## src/fsq_pkg.sv

```systemverilog
package fsq_pkg;

    localparam int fsq_size = 8;
    localparam int fsq_width = 3;
    localparam int pred_width = 3;
    localparam int vaddr_size = 32;
    localparam int commit_width = 4;
    localparam int commit_cnt_width = 8;

    // index plus wrap direction
    typedef struct packed {
        logic                 dir;
        logic [fsq_width-1:0] idx;
    } fsq_ptr_t;

    // size is the offset of the last instruction in the stream
    typedef struct packed {
        logic [vaddr_size-1:0] start_addr;
        logic [pred_width-1:0] size;
        logic                  taken;
        logic [vaddr_size-1:0] target;
    } fetch_stream_t;

    typedef struct packed {
        logic                  taken;
        logic [vaddr_size-1:0] target;
        logic [pred_width-1:0] offset;
    } wb_info_t;

    // backend mispredict pulse
    typedef struct packed {
        logic                  valid;
        fsq_ptr_t              ptr;
        logic [pred_width-1:0] offset;
        logic                  taken;
        logic [vaddr_size-1:0] target;
    } redirect_t;

    typedef struct packed {
        logic          valid;
        fsq_ptr_t      ptr;
        fetch_stream_t stream;
    } cache_req_t;

    typedef struct packed {
        logic [vaddr_size-1:0] start_addr;
        logic [vaddr_size-1:0] target;
        logic                  taken;
        logic [pred_width-1:0] end_offset;
        logic                  mispred;
    } update_t;

endpackage

```

## src/fsq_commit.sv

```systemverilog
module fsq_commit (
    input  logic                                          clk,
    input  logic                                          rst,
    input  fsq_pkg::fsq_ptr_t                             commit_head,
    input  fsq_pkg::fetch_stream_t                        commit_stream,
    input  fsq_pkg::redirect_t                            redirect,
    input  logic                                          enq,
    input  fsq_pkg::fsq_ptr_t                             tail,
    input  logic [$clog2(fsq_pkg::commit_width + 1)-1:0] commit_num,
    output logic                                          commit,
    output logic                                          update_valid,
    output fsq_pkg::update_t                              update
);
    import fsq_pkg::*;

    logic [commit_cnt_width-1:0] retired_cnt;
    logic [commit_cnt_width-1:0] retired_total;
    logic [commit_cnt_width-1:0] end_count;
    logic [fsq_size-1:0]         mispred;
    logic                        head_mispred;
    logic [pred_width-1:0]       end_offset;
    logic                        not_empty;
    wb_info_t                    wb_wdata;
    wb_info_t                    commit_wb;

    assign wb_wdata = '{taken: redirect.taken, target: redirect.target, offset: redirect.offset};

    // real outcome of each mispredicted stream
    fsq_ram #(
        .entry_t(wb_info_t)
    ) u_wb_ram (
        .clk(clk),
        .rst(rst),
        .we(redirect.valid),
        .waddr(redirect.ptr.idx),
        .wdata(wb_wdata),
        .raddr_a(commit_head.idx),
        .raddr_b(commit_head.idx),
        .rdata_a(commit_wb),
        .rdata_b()
    );

    // cleared on enqueue, set by a redirect naming the entry
    always_ff @(posedge clk or posedge rst) begin
        if (rst) begin
            mispred <= '0;
        end else begin
            if (enq) begin
                mispred[tail.idx] <= 1'b0;
            end
            if (redirect.valid) begin
                mispred[redirect.ptr.idx] <= 1'b1;
            end
        end
    end

    assign head_mispred = mispred[commit_head.idx];
    assign end_offset = head_mispred ? commit_wb.offset : commit_stream.size;
    assign end_count = commit_cnt_width'(end_offset) + 1'b1;
    assign not_empty = commit_head != tail;

    // count includes this cycle's retirements
    assign retired_total = retired_cnt + commit_cnt_width'(commit_num);
    assign commit = not_empty && (retired_total > commit_cnt_width'(end_offset));

    always_ff @(posedge clk or posedge rst) begin
        if (rst) begin
            retired_cnt <= '0;
        end else if (commit) begin
            retired_cnt <= retired_total - end_count;
        end else begin
            retired_cnt <= retired_total;
        end
    end

    always_ff @(posedge clk or posedge rst) begin
        if (rst) begin
            update_valid <= 1'b0;
        end else begin
            update_valid <= commit;
        end
    end

    // wb outcome replaces the prediction on a mispredict
    always_ff @(posedge clk) begin
        if (commit) begin
            update.start_addr <= commit_stream.start_addr;
            update.target <= head_mispred ? commit_wb.target : commit_stream.target;
            update.taken <= head_mispred ? commit_wb.taken : commit_stream.taken;
            update.end_offset <= end_offset;
            update.mispred <= head_mispred;
        end
    end

endmodule

```

## src/fsq_fetch_issue.sv

```systemverilog
module fsq_fetch_issue (
    input  logic                   clk,
    input  logic                   rst,
    input  logic                   pending,
    input  fsq_pkg::fsq_ptr_t      search_head,
    input  fsq_pkg::fetch_stream_t search_stream,
    input  logic                   cache_ready,
    input  logic                   flush,
    output logic                   issue,
    output fsq_pkg::cache_req_t    cache_req
);
    import fsq_pkg::*;

    logic          req_valid;
    fsq_ptr_t      req_ptr;
    fetch_stream_t req_stream;
    logic          load;

    // slot is free when empty or accepted on this edge
    assign load = ~req_valid | cache_ready;
    assign issue = load & pending & ~flush;

    always_ff @(posedge clk or posedge rst) begin
        if (rst) begin
            req_valid <= 1'b0;
        end else if (flush) begin
            req_valid <= 1'b0;
        end else if (load) begin
            req_valid <= pending;
        end
    end

    // held unchanged under back-pressure
    always_ff @(posedge clk) begin
        if (issue) begin
            req_ptr <= search_head;
            req_stream <= search_stream;
        end
    end

    assign cache_req = '{valid: req_valid, ptr: req_ptr, stream: req_stream};

endmodule

```

## src/fsq_pointers.sv

```systemverilog
module fsq_pointers (
    input  logic               clk,
    input  logic               rst,
    input  logic               enq,
    input  fsq_pkg::redirect_t redirect,
    input  logic               issue,
    input  logic               commit,
    output fsq_pkg::fsq_ptr_t  tail,
    output fsq_pkg::fsq_ptr_t  search_head,
    output fsq_pkg::fsq_ptr_t  commit_head,
    output logic               full,
    output logic               pending
);
    import fsq_pkg::*;

    logic     push;
    fsq_ptr_t redirect_next;
    fsq_ptr_t tail_next;
    fsq_ptr_t search_next;
    fsq_ptr_t commit_next;

    // step one entry, flip direction on rollover
    function automatic fsq_ptr_t ptr_inc(input fsq_ptr_t ptr);
        fsq_ptr_t nxt;
        if (ptr.idx == fsq_width'(fsq_size - 1)) begin
            nxt.dir = ~ptr.dir;
            nxt.idx = '0;
        end else begin
            nxt.dir = ptr.dir;
            nxt.idx = ptr.idx + 1'b1;
        end
        return nxt;
    endfunction

    assign full = (tail.idx == commit_head.idx) && (tail.dir != commit_head.dir);
    assign pending = search_head != tail;
    assign push = enq & ~full;

    assign redirect_next = ptr_inc(redirect.ptr);
    assign tail_next = ptr_inc(tail);
    assign search_next = ptr_inc(search_head);
    assign commit_next = ptr_inc(commit_head);

    // redirect restarts after the mispredicted stream
    always_ff @(posedge clk or posedge rst) begin
        if (rst) begin
            tail <= '0;
        end else if (redirect.valid) begin
            tail <= redirect_next;
        end else if (push) begin
            tail <= tail_next;
        end
    end

    always_ff @(posedge clk or posedge rst) begin
        if (rst) begin
            search_head <= '0;
        end else if (redirect.valid) begin
            search_head <= redirect_next;
        end else if (issue) begin
            search_head <= search_next;
        end
    end

    always_ff @(posedge clk or posedge rst) begin
        if (rst) begin
            commit_head <= '0;
        end else if (commit) begin
            commit_head <= commit_next;
        end
    end

endmodule

```

## src/fsq_ram.sv

```systemverilog
module fsq_ram #(
    parameter type entry_t = logic
) (
    input  logic                          clk,
    input  logic                          rst,
    input  logic                          we,
    input  logic [fsq_pkg::fsq_width-1:0] waddr,
    input  entry_t                        wdata,
    input  logic [fsq_pkg::fsq_width-1:0] raddr_a,
    input  logic [fsq_pkg::fsq_width-1:0] raddr_b,
    output entry_t                        rdata_a,
    output entry_t                        rdata_b
);
    import fsq_pkg::*;

    entry_t mem [fsq_size];

    always_ff @(posedge clk or posedge rst) begin
        if (rst) begin
            for (int i = 0; i < fsq_size; i++) begin
                mem[i] <= '0;
            end
        end else if (we) begin
            mem[waddr] <= wdata;
        end
    end

    // combinational reads, same cycle
    assign rdata_a = mem[raddr_a];
    assign rdata_b = mem[raddr_b];

endmodule

```

## src/fsq_top.sv

```systemverilog
module fsq_top (
    input  logic                                          clk,
    input  logic                                          rst,
    input  logic                                          bpu_valid,
    input  fsq_pkg::fetch_stream_t                        bpu_stream,
    output logic                                          bpu_stall,
    output fsq_pkg::fsq_ptr_t                             bpu_ptr,
    output fsq_pkg::cache_req_t                           cache_req,
    input  logic                                          cache_ready,
    input  fsq_pkg::redirect_t                            redirect,
    input  logic [$clog2(fsq_pkg::commit_width + 1)-1:0] commit_num,
    output logic                                          update_valid,
    output fsq_pkg::update_t                              update
);
    import fsq_pkg::*;

    fsq_ptr_t      search_head;
    fsq_ptr_t      commit_head;
    fetch_stream_t search_stream;
    fetch_stream_t commit_stream;
    logic          queue_we;
    logic          pending;
    logic          issue;
    logic          commit;

    assign queue_we = bpu_valid & ~bpu_stall;

    // port a feeds the cache, port b the commit
    fsq_ram #(
        .entry_t(fetch_stream_t)
    ) u_stream_ram (
        .clk(clk),
        .rst(rst),
        .we(queue_we),
        .waddr(bpu_ptr.idx),
        .wdata(bpu_stream),
        .raddr_a(search_head.idx),
        .raddr_b(commit_head.idx),
        .rdata_a(search_stream),
        .rdata_b(commit_stream)
    );

    fsq_pointers u_pointers (
        .clk(clk),
        .rst(rst),
        .enq(bpu_valid),
        .redirect(redirect),
        .issue(issue),
        .commit(commit),
        .tail(bpu_ptr),
        .search_head(search_head),
        .commit_head(commit_head),
        .full(bpu_stall),
        .pending(pending)
    );

    fsq_fetch_issue u_fetch_issue (
        .clk(clk),
        .rst(rst),
        .pending(pending),
        .search_head(search_head),
        .search_stream(search_stream),
        .cache_ready(cache_ready),
        .flush(redirect.valid),
        .issue(issue),
        .cache_req(cache_req)
    );

    fsq_commit u_commit (
        .clk(clk),
        .rst(rst),
        .commit_head(commit_head),
        .commit_stream(commit_stream),
        .redirect(redirect),
        .enq(queue_we),
        .tail(bpu_ptr),
        .commit_num(commit_num),
        .commit(commit),
        .update_valid(update_valid),
        .update(update)
    );

endmodule

```

## config.mk

```make
export PLATFORM = sky130hd
export DESIGN_NAME = fsq_top
export DESIGN_NICKNAME = d
export VERILOG_FILES = /design/src/fsq_pkg.sv /design/src/fsq_commit.sv /design/src/fsq_fetch_issue.sv /design/src/fsq_pointers.sv /design/src/fsq_ram.sv /design/src/fsq_top.sv
export SDC_FILE = /design/constraint.sdc
export NUM_CORES = 2
export LEC_CHECK = 0
export BUFFER_PORTS_ARGS = -buffer_cell sky130_fd_sc_hd__buf_2
export CAP_MARGIN = 20
export CORE_ASPECT_RATIO = 2
export CORE_MARGIN = 5
export CORE_UTILIZATION = 36
export CTS_BUF_LIST = sky130_fd_sc_hd__clkbuf_16
export DETAILED_ROUTE_END_ITERATION = 6
export PLACE_DENSITY = 0.51
export SLEW_MARGIN = 40
export SYNTH_ARGS = -nofsm -noshare
export SYNTH_HDL_FRONTEND = slang
export SYNTH_HIERARCHICAL = 1
export SYNTH_SLANG_ARGS = --single-unit
```

## constraint.sdc

```tcl
create_clock -name clk -period 18.8 [get_ports clk]
set_input_delay 3.76 -clock clk [delete_from_list [all_inputs] [get_ports clk]]
set_output_delay 3.76 -clock clk [all_outputs]
set_load 0.05 [all_outputs]
```

After elaboration in Yosys (flattened, before gate mapping)

Cells that the tools add are included.

Register bits: 1003
Input port bits: 116
Output and inout bits: 148
Logic and storage cells: 173

Add/sub/neg operators: 7
Magnitude comparators: 12
Equal/unequal tests: 8
Multiplexer cells: 37
Bitwise logic cells: 18
Reduce and logical (&&, ||, !) cells: 14

Operators by type and width:

| kind                                                                  | number |
|---|---|
| 544-bit bitwise mux                                                   | 1 |
| 68-bit binary-select mux with 3-bit select                            | 2 |
| 68-bit two-way mux                                                    | 5 |
| 288-bit bitwise mux                                                   | 1 |
| 68-bit demux with 3-bit select                                        | 1 |
| 36-bit binary-select mux with 3-bit select                            | 1 |
| 36-bit demux with 3-bit select                                        | 1 |
| 36-bit two-way mux                                                    | 3 |
| 32-bit two-way mux                                                    | 1 |
| 4-bit two-way mux                                                     | 7 |
| 8-bit two-way mux                                                     | 3 |
| 4-bit greater-or-equal comparator (second input constant)             | 4 |
| 3-bit NOT with 4-bit output                                           | 4 |
| 3-bit by 1-bit adder with 3-bit output (second input constant)        | 4 |
| 3-bit equality test (second input constant)                           | 4 |
| 3-bit by 4-bit < comparator with 1-bit output (second input constant) | 3 |
| 2-bit nonzero test                                                    | 5 |
| 8-bit by 3-bit adder with 8-bit output                                | 1 |
| 8-bit AND                                                             | 1 |
| 8-bit by 3-bit > comparator with 1-bit output                         | 1 |
| 4-bit by 1-bit < comparator with 1-bit output (second input constant) | 2 |
| 4-bit inequality test                                                 | 2 |
| 8-bit NOT                                                             | 1 |
| 8-bit bitwise OR                                                      | 1 |
| 14 further kinds                                                      | 37 |

Longest topological paths before layout

Depth after elaboration: 9
Gate-level depth with buffers: 16
Depth with buffers taken out: 13

By module

The synthesis kept the hierarchy.

Modules (own cells, without submodules):

| module                       | instances | cells each | area each (um2) |
|---|---|---|---|
| fsq_ram at u_stream_ram      | 1         | 1644       | 28642.5 |
| fsq_ram at u_commit.u_wb_ram | 1         | 872        | 15044.4 |
| fsq_commit                   | 1         | 242        | 3763.6 |
| fsq_fetch_issue              | 1         | 79         | 2233.4 |
| fsq_pointers                 | 1         | 79         | 858.3 |
| fsq_top                      | 1         | 1          | 13.8 |

Worst setup path before layout

No wires, ideal clock.

Kind: input to register
Start point: input commit_num[0] (netlist bit)
End point: register, netlist name u_pointers/commit_head[0]
Arrival time: 9.529 ns
Data required time: 18.717 ns
Setup slack: 9.187 ns
Cell stages on the path: 9
Path through: ha_1 -> fa_1 -> xor2_1 -> ha_1 -> o21ai_0 -> nand2b_1 -> a22oi_2 -> a21boi_1 -> mux2_2

Cells in the longest elaborated chain, start to end: 3

Ends and longest elaborated chain:

| element                                       | line             | source |
|---|---|---|
| start, declared                               | fsq_top.sv:11    | `input logic [$clog2(fsq_pkg::commit_width + 1)-1:0] commit_num,` |
| 8-bit by 3-bit adder with 8-bit output        | fsq_commit.sv:63 | `assign retired_total = retired_cnt + commit_cnt_width'(commit_num);` |
| 8-bit by 3-bit > comparator with 1-bit output | fsq_commit.sv:64 | `assign commit = not_empty && (retired_total > commit_cnt_width'(end_offset));` |
| 1-bit logical AND                             | fsq_commit.sv:64 |  |
| via commit                                    | fsq_top.sv:24    | `logic commit;` |

The timed path passes the listed nets, and every way through them passes these cells.
A chain may end at the register's enable or synchronous reset.

==> results.tsv <==
metric	value	unit
outcome	completed	
Slew HR	43.4	%
Mapped Area	48400	um2
LEAKAGE	22.5	nW
Mean Syn Cell Area	17.4	um2
gr usage total	19.1	%
CP Data Arrival Time	7.20	ns
die width	269	um
Slew @ Worst Pin	0.848	ns
Tot Pwr	0.0103	W
met3 usage	3.81	%
met1 usage	23.7	%
grt peak-use layer	met2	
critical path class	input pin to async pin	
post-CTS sizing	0	
Final Hold Viols	0	
Max Cap Viol	0	
Clk Latency, worst-skew pair	0.70	ns
Via-to-Cell Ratio	5.52	
Max IR drop VDD	0.100	mV
total number of vias	26800	
Power Density	187	nW/um2
Worst Path Required	19.53	ns
IO buf count	263	
share of post-route cells with drive strength above 1	60.2	%
Slew Limit Fails	0	
Core ar.	134000	um2
vias in the first global route	30800	
ANT nets after route	0	
Synth Instances	2789	
CP Max Fanout	93	
RSZ-0062 raised after global routing	false	
CTS Sinks	1003	
largest net degree at the start of global routing	166	
Tcrit/Tclk final	34.4	%
syn nets	2922	
Post-CTS Hold Buffers	0	
hold crit path type	flop to flop	
I/O pin cnt	264	
GRT overflow	0	
routed length per instance	28.2	um
CP Launch Type	input pin	
initial core utilization	36.2	%
total negative slack	0	ns
Max Root-Sink Buffers	3	
total number of yosys warnings	6	
Rows	190	
DP Wirelength	82600	um
clock slew at reported path FFs	0.06	ns
initial antenna violation count	33	
DRT iter0 DRCs	1380	
max frequency	155	MHz
final wirelength	136000	um
die area	142000	um2
cts bufs inserted	99	
Setup Fix Bufs, Post-CTS	0	
layout overhead on the synthesized area	13.2	%
Placer Congestion	0.754	
Worst Setup End Kind	async pin	
Global Route met2 Usage	33.8	%
min Tclk post-route	6.47	ns
CTS tree	done	
Clock Skews	0.0240	ns
drt first pass iters	4	
H-tree depth	3	
Final setup viols	0	
global-route wire length before repair	206000	um
DRC violations left	0	
root buffer cell	clkbuf_16	
overall die height	529	um
fin nets	3153	
sequential cells by signal, indices dropped and copies added (netlist names), 4 cells and up:
register	flops
u_pointers/commit_head	4
u_commit/mispred	8
u_stream_ram/mem	544
u_pointers/search_head	4
u_commit/u_wb_ram/mem	288
u_pointers/tail	4
u_commit/update	69
u_fetch_issue/cache_req	72
u_commit/retired_cnt	8
power breakdown:
part | switching (W) | total (W) | internal [W]
registers | 0.000649 | 0.00389 | 0.00324
logic | 0.00212 | 0.00437 | 0.00226
clock network | 0.000888 | 0.00200 | 0.00111
layout by cell type (no fill, tap or decap), types with 4 or more instances in the layout:
master     instances
mux2i_1            4
clkbuf_16        102
inv_1             41
buf_12             7
clkinv_2          16
nor2_1             9
ha_1              15
mux4_2           346
buf_16             6
mux2_2           960
bufinv_16          9
o21ai_0           17
buf_2            263
buf_4             26
edfxtp_1         141
o21a_1             4
nand3_1            4
dfrtp_4            6
mux2_4            60
xor2_1             9
nand2b_1           9
o31ai_1            4
a21oi_1           10
diode_2           10
nand2_1           17
xnor2_1           18
dfrtp_1          854
mux2_1            23
buf_6             23
a41oi_1            4
clkinv_1          24
path summary, 6_finish.rpt:
check                                                            start                                      to  slack [ns]  cells past startpoint
worst max-delay path                                               rst        u_stream_ram/mem[81]$_DFFE_PP0P_       12.33                      7
worst min-delay path            u_commit/u_wb_ram/mem[275]$_DFFE_PP0P_  u_commit/u_wb_ram/mem[275]$_DFFE_PP0P_        0.49                      1
worst max register to register   u_pointers/commit_head[0]$_DFFE_PP0P_   u_pointers/commit_head[2]$_DFFE_PP0P_       13.36                     13
worst min register to register  u_commit/u_wb_ram/mem[275]$_DFFE_PP0P_  u_commit/u_wb_ram/mem[275]$_DFFE_PP0P_        0.49                      1
max in group clk                 u_pointers/commit_head[1]$_DFFE_PP0P_                               bpu_stall       12.44                      3
min in group asynchronous                                          rst     u_fetch_issue/req_valid$_DFFE_PP0P_        3.00                      2
critical path: stages:
cell and delay (ns):
buf_2 0.18, clkinvlp_4 0.26, buf_6 0.53, buf_6 0.63, buf_12 0.46, buf_16 0.43, clkbuf_8 0.69
area by class of cell:
type	instances	area, um2
antenna	10	25.0
clock buffer	102	2550
clock inverter	84	649
fill	12100	79100
inverter	18	83.8
multi-input combinational	1572	21400
sequential	1003	25800
tap	1728	2160
timing repair buffer	326	2090
metal layers:
layer	vias to the layer above	part of all wire (%)
met4	28	2.8
li1	11300	-
met2	561	52
met3	230	4.4
met5	-	0.12
met1	14700	41
through the flow:
stage,utilization [%],std cells,cell area (um2),hold WS (ns),setup slack (ns)
detailed placement,38.5,4645,51500,0.480,11.28
global placement,38.2,4633,51200,0.465,11.03
floorplan,-,2789,48400,0.453,7.09
finish,40.9,4843,54800,0.492,12.33
CTS,40.9,4831,54700,0.494,12.05
global route,40.9,4835,54800,0.513,11.79
Power figures use the tool's default switching activity.
